--- src/hw/rx_pkg.sv ---
package rx_pkg;

   // Lane geometry.
   localparam int unsigned num_lanes  = 4;
   localparam int unsigned word_width = 10;

   // Alignment tuning.
   localparam int unsigned lock_count     = 4;
   localparam int unsigned settle_words   = 2;
   localparam int unsigned slip_cnt_width = 4;

   // Counter widths derived from the sizes above.
   localparam int unsigned bit_cnt_width    = $clog2(word_width);
   localparam int unsigned match_cnt_width  = $clog2(lock_count + 1);
   localparam int unsigned settle_cnt_width = $clog2(settle_words + 1);

   // Register map.
   localparam int unsigned addr_width = 2;

   localparam logic [addr_width-1:0] reg_ctrl   = 2'd0;
   localparam logic [addr_width-1:0] reg_train  = 2'd1;
   localparam logic [addr_width-1:0] reg_status = 2'd2;
   localparam logic [addr_width-1:0] reg_slips  = 2'd3;

   // Comma-like pattern, no rotation of it matches itself.
   localparam logic [word_width-1:0] train_reset = 10'h17c;

   // One deserialized word with its strobe.
   typedef struct packed {
      logic                  valid;
      logic [word_width-1:0] data;
   } lane_word_t;

   typedef enum logic [1:0] {
      idle,
      hunt,
      settle,
      locked
   } align_state_t;

endpackage

--- src/hw/lvds_deser.sv ---
module lvds_deser (
   input  logic               clk,
   input  logic               rst_n,
   input  logic               serial_in,
   input  logic               slip,
   output rx_pkg::lane_word_t word
);
   import rx_pkg::*;

   logic [word_width-1:0]    shift_q;
   logic [bit_cnt_width-1:0] bit_cnt;
   logic                     wrap;
   logic                     word_done;
   logic                     valid_q;
   logic [word_width-1:0]    data_q;

   // Last sample of the current word, held off by a slip.
   assign wrap = (bit_cnt == bit_cnt_width'(word_width - 1)) && !slip;

   // LSB-first: the oldest sample drifts down to bit 0.
   always_ff @(posedge clk) begin
      shift_q <= {serial_in, shift_q[word_width-1:1]};
   end

   // Bit counter.
   always_ff @(posedge clk) begin
      if (!rst_n) begin
         bit_cnt   <= '0;
         word_done <= 1'b0;
      end else begin
         word_done <= wrap;
         if (wrap) begin
            bit_cnt <= '0;
         end else if (!slip) begin
            bit_cnt <= bit_cnt + 1'b1;
         end
      end
   end

   // Strobe for one cycle per word.
   always_ff @(posedge clk) begin
      if (!rst_n) begin
         valid_q <= 1'b0;
      end else begin
         valid_q <= word_done;
      end
   end

   // Capture the full word the cycle after its last sample.
   always_ff @(posedge clk) begin
      if (word_done) begin
         data_q <= shift_q;
      end
   end

   assign word = '{valid: valid_q, data: data_q};

endmodule

--- src/hw/lane_aligner.sv ---
module lane_aligner (
   input  logic                          clk,
   input  logic                          rst_n,
   input  logic                          start,
   input  logic [rx_pkg::word_width-1:0] train_word,
   input  rx_pkg::lane_word_t            word,
   output logic                          slip,
   output rx_pkg::align_state_t          state
);
   import rx_pkg::*;

   logic [match_cnt_width-1:0]  match_cnt;
   logic [settle_cnt_width-1:0] settle_cnt;
   logic                        word_match;
   logic                        last_match;
   logic                        last_settle;

   assign word_match  = (word.data == train_word);
   assign last_match  = (match_cnt == match_cnt_width'(lock_count - 1));
   assign last_settle = (settle_cnt == settle_cnt_width'(settle_words - 1));

   always_ff @(posedge clk) begin
      if (!rst_n) begin
         state      <= idle;
         match_cnt  <= '0;
         settle_cnt <= '0;
         slip       <= 1'b0;
      end else begin
         slip <= 1'b0;
         if (start) begin
            // Restart from any state.
            state      <= hunt;
            match_cnt  <= '0;
            settle_cnt <= '0;
         end else if (word.valid) begin
            case (state)
               hunt: begin
                  if (word_match) begin
                     match_cnt <= match_cnt + 1'b1;
                     if (last_match) begin
                        state <= locked;
                     end
                  end else begin
                     // Move the boundary one bit and let it settle.
                     match_cnt  <= '0;
                     settle_cnt <= '0;
                     slip       <= 1'b1;
                     state      <= settle;
                  end
               end
               settle: begin
                  if (last_settle) begin
                     state <= hunt;
                  end else begin
                     settle_cnt <= settle_cnt + 1'b1;
                  end
               end
               default: begin
                  // Idle waits for start, locked holds.
                  state <= state;
               end
            endcase
         end
      end
   end

endmodule

--- src/hw/rx_ctrl_regs.sv ---
module rx_ctrl_regs (
   input  logic                                         clk,
   input  logic                                         rst_n,
   input  logic                                         wr_en,
   input  logic [rx_pkg::addr_width-1:0]                addr,
   input  logic [rx_pkg::word_width-1:0]                wr_data,
   output logic [rx_pkg::word_width-1:0]                rd_data,
   input  rx_pkg::align_state_t [rx_pkg::num_lanes-1:0] lane_state,
   input  logic [rx_pkg::num_lanes-1:0]                 lane_slip,
   output logic [rx_pkg::num_lanes-1:0]                 start,
   output logic [rx_pkg::word_width-1:0]                train_word,
   output logic                                         rx_locked
);
   import rx_pkg::*;

   logic [slip_cnt_width-1:0] slip_cnt [num_lanes];
   logic [num_lanes-1:0]      lane_locked;
   logic                      ctrl_wr;
   logic                      train_wr;
   logic                      slips_wr;
   logic                      slips_sel;

   assign ctrl_wr  = wr_en && (addr == reg_ctrl);
   assign train_wr = wr_en && (addr == reg_train);
   assign slips_wr = wr_en && (addr == reg_slips);

   always_ff @(posedge clk) begin
      if (!rst_n) begin
         start      <= '0;
         train_word <= train_reset;
         slips_sel  <= 1'b0;
      end else begin
         start <= ctrl_wr ? wr_data[num_lanes-1:0] : '0;
         if (train_wr) begin
            train_word <= wr_data;
         end
         if (slips_wr) begin
            slips_sel <= wr_data[0];
         end
      end
   end

   // Saturating slip counters, cleared again while start is out
   // so a slip already in flight is not counted.
   always_ff @(posedge clk) begin
      for (int i = 0; i < num_lanes; i++) begin
         if (!rst_n) begin
            slip_cnt[i] <= '0;
         end else if ((ctrl_wr && wr_data[i]) || start[i]) begin
            slip_cnt[i] <= '0;
         end else if (lane_slip[i] && (slip_cnt[i] != '1)) begin
            slip_cnt[i] <= slip_cnt[i] + 1'b1;
         end
      end
   end

   always_comb begin
      for (int i = 0; i < num_lanes; i++) begin
         lane_locked[i] = (lane_state[i] == locked);
      end
   end

   assign rx_locked = &lane_locked;

   // Two lanes per slip read.
   always_comb begin
      case (addr)
         reg_train:  rd_data = train_word;
         reg_status: rd_data = word_width'(lane_locked);
         reg_slips:  rd_data = word_width'({slip_cnt[{slips_sel, 1'b1}],
                                            slip_cnt[{slips_sel, 1'b0}]});
         default:    rd_data = '0;
      endcase
   end

endmodule

--- src/hw/rx_lanes_top.sv ---
module rx_lanes_top (
   input  logic                                       clk,
   input  logic                                       rst_n,
   input  logic [rx_pkg::num_lanes-1:0]               serial_in,
   input  logic                                       wr_en,
   input  logic [rx_pkg::addr_width-1:0]              addr,
   input  logic [rx_pkg::word_width-1:0]              wr_data,
   output logic [rx_pkg::word_width-1:0]              rd_data,
   output rx_pkg::lane_word_t [rx_pkg::num_lanes-1:0] lane_words,
   output logic                                       rx_locked
);
   import rx_pkg::*;

   logic [num_lanes-1:0]         lane_slip;
   logic [num_lanes-1:0]         lane_start;
   align_state_t [num_lanes-1:0] lane_state;
   logic [word_width-1:0]        train_word;

   // One deserializer and aligner per lane.
   for (genvar i = 0; i < num_lanes; i++) begin : g_lane
      lvds_deser u_lvds_deser (
         .clk       (clk),
         .rst_n     (rst_n),
         .serial_in (serial_in[i]),
         .slip      (lane_slip[i]),
         .word      (lane_words[i])
      );

      lane_aligner u_lane_aligner (
         .clk        (clk),
         .rst_n      (rst_n),
         .start      (lane_start[i]),
         .train_word (train_word),
         .word       (lane_words[i]),
         .slip       (lane_slip[i]),
         .state      (lane_state[i])
      );
   end

   rx_ctrl_regs u_rx_ctrl_regs (
      .clk        (clk),
      .rst_n      (rst_n),
      .wr_en      (wr_en),
      .addr       (addr),
      .wr_data    (wr_data),
      .rd_data    (rd_data),
      .lane_state (lane_state),
      .lane_slip  (lane_slip),
      .start      (lane_start),
      .train_word (train_word),
      .rx_locked  (rx_locked)
   );

endmodule

--- config.mk ---
export PLATFORM = sky130hd
export DESIGN_NAME = rx_lanes_top
export DESIGN_NICKNAME = d
export VERILOG_FILES = /design/src/hw/rx_pkg.sv /design/src/hw/lvds_deser.sv /design/src/hw/lane_aligner.sv /design/src/hw/rx_ctrl_regs.sv /design/src/hw/rx_lanes_top.sv
export SDC_FILE = /design/constraint.sdc
export NUM_CORES = 1
export LEC_CHECK = 0
export BUFFER_PORTS_ARGS = -buffer_cell sky130_fd_sc_hd__buf_2
export CAP_MARGIN = 20
export CELL_PAD_IN_SITES_DETAIL_PLACEMENT = 0
export CELL_PAD_IN_SITES_GLOBAL_PLACEMENT = 1
export CORE_MARGIN = 5
export CORE_UTILIZATION = 45
export CTS_BUF_LIST = sky130_fd_sc_hd__clkbuf_2
export DETAILED_ROUTE_END_ITERATION = 6
export PLACE_DENSITY_LB_ADDON = 0.12
export SLEW_MARGIN = 0
export SYNTH_ARGS = -nofsm -noshare
export SYNTH_HDL_FRONTEND = slang
export SYNTH_SLANG_ARGS = --single-unit
--- constraint.sdc ---
create_clock -name clk -period 3.8 [get_ports clk]
set_input_delay 0.19 -clock clk [delete_from_list [all_inputs] [get_ports clk]]
set_output_delay 0.19 -clock clk [all_outputs]
set_load 0.01 [all_outputs]
==> metrics, run 1 <==
Mapped Avg Cell Area=11.1 µm²; clk_skew=44.0 ps; number of global-route vias before repair=4694; HP Class=in -> reg; Hold WS=106 ps; CTS Root Cell=clkbuf_2; clk_lat worst skew=720 ps; largest net degree at the start of global routing=28; layout cell share with drive strength beyond 1=16.7%; Cells after Synth=621; global routing's busiest layer=met2; min Tclk post-route=2630 ps; pwr/cell area=393 nW/µm²; antenna violations before repair=1; ys flop type=dfxtp_1; Layout fillers=1385; RSZ-0062 raised after global routing=false; cell area after synthesis=6890 µm²; FF-to-FF Start=u_rx_ctrl_regs.train_word[0]$_SDFFE_PN0P_; max_cap viols=0; area added between synthesis and finish=14.4%; Critical Path Start Type=input port; critical path required time=4470 ps; RePlAce Congestion=0.791; setup repair bufs after CTS=0; r2r setup slk=1540 ps; Worst Path Max Fanout=15; Hold Buf Count CTS=26; Power, Total=3090 µW; Vias/cell=5.11; Max Slew Vio Count=0; vias after detailed routing=4675; most used cell along the critical path=dlygate4sd3_1; CP arrival=3300 ps; async set-reset flop share out of synthesis=0%; Synth cell types=50; IO Count=74; drt pass-1 iters=5; critical path class=in -> reg; Detailed Route WL=15.1 mm; reg2reg end=g_lane[0].u_lane_aligner.state[0]$_SDFFE_PN0P_; global routing usage on met3=5.48%; CTS tree=done; worst-path cell chain=dlygate4sd3_1 > buf_2 > nor2b_1 > and2_1 > nand2_1 > dlygate4sd3_1 > a21oi_1 > dlygate4sd3_1; Cell Rows=45; first-pass GRT wire length=24.6 mm; Post-synth EDFFs=56; 1st-iter DRT viols=238; Synth area leader=dfxtp_1; Crit-path slowest cell=dlygate4sd3_1; total track usage=17.7%; Final ANT Viol Nets=0; # H-tree levels=4; die outline height=134 µm; VDD IR max=0.363 mV; sequential share of the synthesized area=57.0%; WL per Instance=16.5 µm; HP Start=serial_in[0]; hold depth=2; endpoints failing hold=0; TritonCTS buffer count=17; CTS resizes=0; Warnings, synthesis=0; Yosys top cell area share=32.6%; M1 GR Usage=23.4%; CTS sink count=168; starting density of the core=45.6%; status=completed; total gr overflow=0; setup TNS=0 ps; Hold Path End=g_lane[0].u_lvds_deser.shift_q[9]$_DFF_P_; Die ar.=17900 µm²; Layout Nets=768; main area contributors after synthesis=dfxtp_1, edfxtp_1, ha_1; setup violators final=0; R2R cell count=5; PortBufs=73; clk slew on worst S/H paths=250 ps; GR Layer Usage met2=28.7%; Slowest Stage Delay on Critical Path=560 ps; Die Span X=134 µm; post-DP HPWL=11.0 mm; Remaining DRCs=0; #FFs+latches synth=168; crit end category=flip-flop; Max Clock Freq=0.380 GHz; Worst-Margin Slew=604 ps; clock buffer depth=2; Core ar.=15100 µm²; Lkg Pwr=0.00315 µW; syn nets=676; crit share post-route=69.2%; slew margin rel.=58.7%
-- metrics by stage --
stage	cells	utilization (%)	setup slack, ps	cell area [µm²]
after floorplan	621	-	2060	6890
after global placement	854	48.7	1700	7340
after detailed placement	854	48.7	1630	7340
after CTS	912	52.0	1320	7850
after global routing	915	52.2	1170	7870
final	915	52.2	1170	7870
-- layout make-up --
class | count | area (µm²) | share of cell area [%]
sequential | 168 | 3920 | 49.8
multi-input combinational | 396 | 2710 | 34.4
timing repair buffer | 102 | 653 | 8.29
tap | 188 | 235 | 2.99
clock inverter | 14 | 158 | 2.00
inverter | 28 | 105 | 1.33
clock buffer | 18 | 90.1 | 1.14
antenna | 1 | 2.50 | 0.0318
-- worst max-delay path: cells and delay by family --
kind / cells / cell delay [ps]
and+or+nand+nor: 3 / 1070
AOI/OAI and AO/OA: 1 / 110
buffers and inverters: 4 / 1920
-- cell usage after synthesis (3+ instances only) --
cell and count:
dfxtp_1 112, nor2_1 69, nand2_1 68, edfxtp_1 56
ha_1 36, xnor2_1 34, inv_1 28, xor2_1 26
a21oi_1 25, clkbuf_1 15, nand3_1 14, nand2b_1 10
mux2i_1 9, nand4_1 9, nor2b_1 9, and2_1 7
buf_4 7, nor3_1 7, o31ai_1 7, buf_2 6
a221oi_1 4, a22oi_1 4, and3_1 4, nand4b_1 4
o211a_1 4, o2bb2ai_1 4, a211oi_1 3, a22o_1 3
a31o_2 3, nor3b_4 3, nor4_2 3
-- routing by layer --
metal	part of all wire, %	routed length [µm]
met3	5.3	800
met5	0	0
met2	46	7030
met1	47	7160
met4	0.98	149
-- kinds of logic (layout without fill, tap and decap cells) --
logic type / after synthesis / count (layout) / synth area share [%]
xor+xnor: 60 / 60 / 7.63
other cells: 0 / 1 / 0
simple gates: 217 / 217 / 15.8
mux: 9 / 9 / 1.31
buf+inv: 57 / 162 / 3.71
compound gates: 74 / 74 / 8.03
fa+ha+maj: 36 / 36 / 6.54
flops: 168 / 168 / 57.0
-- where the power goes --
part	internal (µW)	total, µW	switching (µW)
Sequential	1910	1960	51.3
Clock	277	962	684
Combinational	82.9	175	92.0
Total	2270	3090	828
-- registers in the layout (all words and copies together), names as in the netlist, named ones only --
signal / cells
g_lane.u_lvds_deser.bit_cnt: 16
u_rx_ctrl_regs.slip_cnt: 16
g_lane.u_lane_aligner.settle_cnt: 8
g_lane.u_lvds_deser.shift_q: 40
g_lane.u_lvds_deser.word_done: 4
g_lane.u_lane_aligner.match_cnt: 12
g_lane.u_lvds_deser.valid_q: 4
g_lane.u_lane_aligner.slip: 4
g_lane.u_lvds_deser.data_q: 40
u_rx_ctrl_regs.start: 4
g_lane.u_lane_aligner.state: 8
u_rx_ctrl_regs.train_word: 10
u_rx_ctrl_regs.slips_sel: 1
-- worst max-delay path by stage --
stage | slack, ps | start | end
final | 1170 | addr[0] | u_rx_ctrl_regs.train_word[7]$_SDFFE_PN0P_
after floorplan | 2060 | g_lane[2].u_lvds_deser.data_q[3]$_DFFE_PP_ | g_lane[2].u_lane_aligner.state[0]$_SDFFE_PN0P_
after global placement | 1700 | u_rx_ctrl_regs.train_word[0]$_SDFFE_PN0P_ | g_lane[0].u_lane_aligner.state[0]$_SDFFE_PN0P_
after global routing | 1170 | addr[0] | u_rx_ctrl_regs.train_word[7]$_SDFFE_PN0P_
after CTS | 1320 | addr[0] | u_rx_ctrl_regs.train_word[7]$_SDFFE_PN0P_
after detailed placement | 1630 | u_rx_ctrl_regs.train_word[0]$_SDFFE_PN0P_ | g_lane[0].u_lane_aligner.state[0]$_SDFFE_PN0P_
-- cells in the final DEF, fill, tap and decap left out, drive strengths merged, types with 3 or more instances in the layout --
master and instances:
dfxtp 112, buf 74, nor2 69, nand2 68, edfxtp 56, inv 37
ha 36, xnor2 34, dlygate4sd3 28, xor2 26, a21oi 25, clkbuf 18
nand3 14, nand2b 10, nor2b 9, mux2i 9, nand4 9, and2 7
nor3 7, o31ai 7, nor4 5, o211a 4, a221oi 4, o2bb2ai 4
a22oi 4, nand4b 4, and3 4, a22o 4, a211oi 4, nor3b 4
clkinv 4, a31o 3
Power figures use the tool's default switching activity.
==> run 2, diff against run 1 <==
--- a/config.mk
+++ b/config.mk
@@ -5,6 +5,7 @@
 export SDC_FILE = /design/constraint.sdc
 export NUM_CORES = 1
 export LEC_CHECK = 0
+export ABC_AREA = 1
 export BUFFER_PORTS_ARGS = -buffer_cell sky130_fd_sc_hd__buf_2
 export CAP_MARGIN = 20
 export CELL_PAD_IN_SITES_DETAIL_PLACEMENT = 0
==> constraint.sdc (replaced) <==
create_clock -name clk -period 2.49 [get_ports clk]
set_input_delay 0.1245 -clock clk [delete_from_list [all_inputs] [get_ports clk]]
set_output_delay 0.1245 -clock clk [all_outputs]
set_load 0.01 [all_outputs]
==> metrics, run 2 <==
status=completed; CTS sink count=168; Lkg Pwr=0.00352 µW; Worst Path Max Fanout=13; Post-Place Cells=1044; largest registers=g_lane.u_lvds_deser.data_q x40, g_lane.u_lvds_deser.shift_q x40; count leader, synth=nand2_1; reg2reg end=g_lane[0].u_lane_aligner.state[0]$_SDFFE_PN0P_; Post-synth EDFFs=56; Clock Power Share=33.4%; Reg power frac=60.7%; Detailed Route WL=15.7 mm; Vias/cell=4.78; Cell Rows=45; Mapped Avg Cell Area=9.15 µm²; 1st-iter DRT viols=290; # H-tree levels=4; Layout Nets=947; final core occ=54.5%; Worst-Margin Slew=595 ps; largest net degree at the start of global routing=21; Die Span X=135 µm; VDD IR max=0.438 mV; drt pass-1 iters=5; commonest cells in the netlist=nand2_1, dfxtp_1, inv_1; Critical Path Start Type=input port; Internal Power=3500 µW; Logic pwr share=5.9%; slew margin rel.=60.3%; crit share post-route=89.2%; Sw Share=28.4%; clk_lat worst skew=760 ps; HP Start=wr_data[0]; total gr overflow=0; setup violators final=0; die outline height=135 µm; Yosys top cell area share=31.7%; clock buffer depth=2; r2r setup slk=830 ps; starting density of the core=46.2%; RePlAce Congestion=0.829; Cells after Synth=773; post-DP HPWL=11.9 mm; Final ANT Viol Nets=0; Max Clock Freq=0.450 GHz; first-pass GRT wire length=25.9 mm; Synth area leader=dfxtp_1; #FFs+latches synth=168; R2R cell count=8; most common cell after layout, fill and taps aside=nand2_1; Max Slew Vio Count=0; max_cap viols=0; hold depth=4; total track usage=18.1%; Warnings, synthesis=0; CTS Root Cell=clkbuf_2; layout cell share with drive strength beyond 1=17.0%; vias after detailed routing=5336; Remaining DRCs=0; CP arrival=2930 ps; number of global-route vias before repair=5209; antenna violations before repair=1; Hold Path End=u_rx_ctrl_regs.start[0]$_SDFF_PN0_; setup TNS=0 ps; RSZ-0062 raised after global routing=false; WL per Instance=14.0 µm; area added between synthesis and finish=17.9%; Hold WS=228 ps; FF-to-FF Start=u_rx_ctrl_regs.train_word[9]$_SDFFE_PN0P_; crit end category=flip-flop; pwr/cell area=587 nW/µm²; sequential share of the synthesized area=55.5%; clk_skew=34.9 ps; endpoints failing hold=0; Layout Cells excl Fill=1117; Synth cell types=34; ys flop type=dfxtp_1; Power, Total=4900 µW; cell area after synthesis=7080 µm²; CTS tree=done; Net Sw Power=1390 µW; async set-reset flop share out of synthesis=0%; setup repair bufs after CTS=0; Core ar.=15300 µm²; TritonCTS buffer count=17; min Tclk post-route=2220 ps; PortBufs=73; HP Class=in -> reg; critical path required time=3190 ps; syn nets=828; critical path class=in -> reg; clk slew on worst S/H paths=280 ps; commonest cells after routing, fill and taps aside=nand2_1, dfxtp_1, inv_1; main area contributors after synthesis=dfxtp_1, edfxtp_1, nand2_1; Die ar.=18300 µm²; IO Count=74
-- run 2: worst max path at each step --
stage                                                           start                                          end  slack (ps)  cells past startpoint
final                                                         addr[0]    u_rx_ctrl_regs.train_word[4]$_SDFFE_PN1P_         270                     10
after global routing                                        flip-flop                                   rd_data[1]         150                      4
after CTS                                                     addr[0]    u_rx_ctrl_regs.train_word[5]$_SDFFE_PN1P_         190                     10
after detailed placement                                      addr[0]    u_rx_ctrl_regs.train_word[0]$_SDFFE_PN0P_         590                      8
after global placement                                        addr[0]    u_rx_ctrl_regs.train_word[1]$_SDFFE_PN0P_         660                      8
after floorplan           u_rx_ctrl_regs.slip_cnt[1][0]$_SDFFCE_PN0P_  u_rx_ctrl_regs.slip_cnt[1][0]$_SDFFCE_PN0P_        1130                      5
-- run 2: area by class of cell --
class	instances	area [µm²]
Inverter	118	443
Tap cell	211	264
Multi-Input combinational cell	473	2630
Fill cell	1418	6970
Timing Repair Buffer	114	773
Sequential cell	168	3920
Antenna cell	1	2.50
Clock inverter	15	218
Clock buffer	17	85.1
-- run 2: power by group through the flow --
| stage | clock network, µW | logic (µW) | registers, µW |
|---|---|---|---|
| final | 1630 | 289 | 2970 |
| after global routing | 1820 | 328 | 2990 |
| after CTS | 1690 | 287 | 2970 |
| after detailed placement | 0 | 244 | 3030 |
| after global placement | 0 | 240 | 3020 |
| after floorplan | 0 | 176 | 3000 |
-- run 2: cells by family after synthesis --
logic type                 synth area share, %
and+or+nand+nor                           21.5
xor gates and xnor gates                  2.48
buffers and inverters                     7.36
AOI/OAI and AO/OA                         6.84
DFF                                       55.5
adders and majority gates                 6.37
-- run 2: per-layer routing --
metal / global-route usage (%) / vias to the layer above / wire length, µm
li1: - / 2755 / -
met1: 23.2 / 2447 / 7080
met2: 30.6 / 119 / 7530
met3: 4.42 / 15 / 871
met4: 5.04 / 0 / 182
met5: 0 / - / 0
-- run 2: stage by stage --
stage,cell area (µm²),worst slack (ps)
final,8340,269
after global routing,8340,154
after CTS,8340,192
after detailed placement,7630,589
after global placement,7630,665
after floorplan,7080,1130
-- run 2: repair_timing --
| item | in CTS | in global routing |
|---|---|---|
| endpoints found under the setup margin | 0 | 6 |
| gates resized for setup | 0 | 1 |
| hold buffers | 40 | 0 |
| hold endpoints to repair | 81 | 0 |
-- run 2: critical path, stage by stage --
cell and delay, ps:
dlygate4sd3_1 530, buf_2 130, inv_1 80, nor2_1 110, inv_1 180, nor2_2 450, nand2_1 90, dlygate4sd3_1 570
o211ai_1 90, dlygate4sd3_1 570
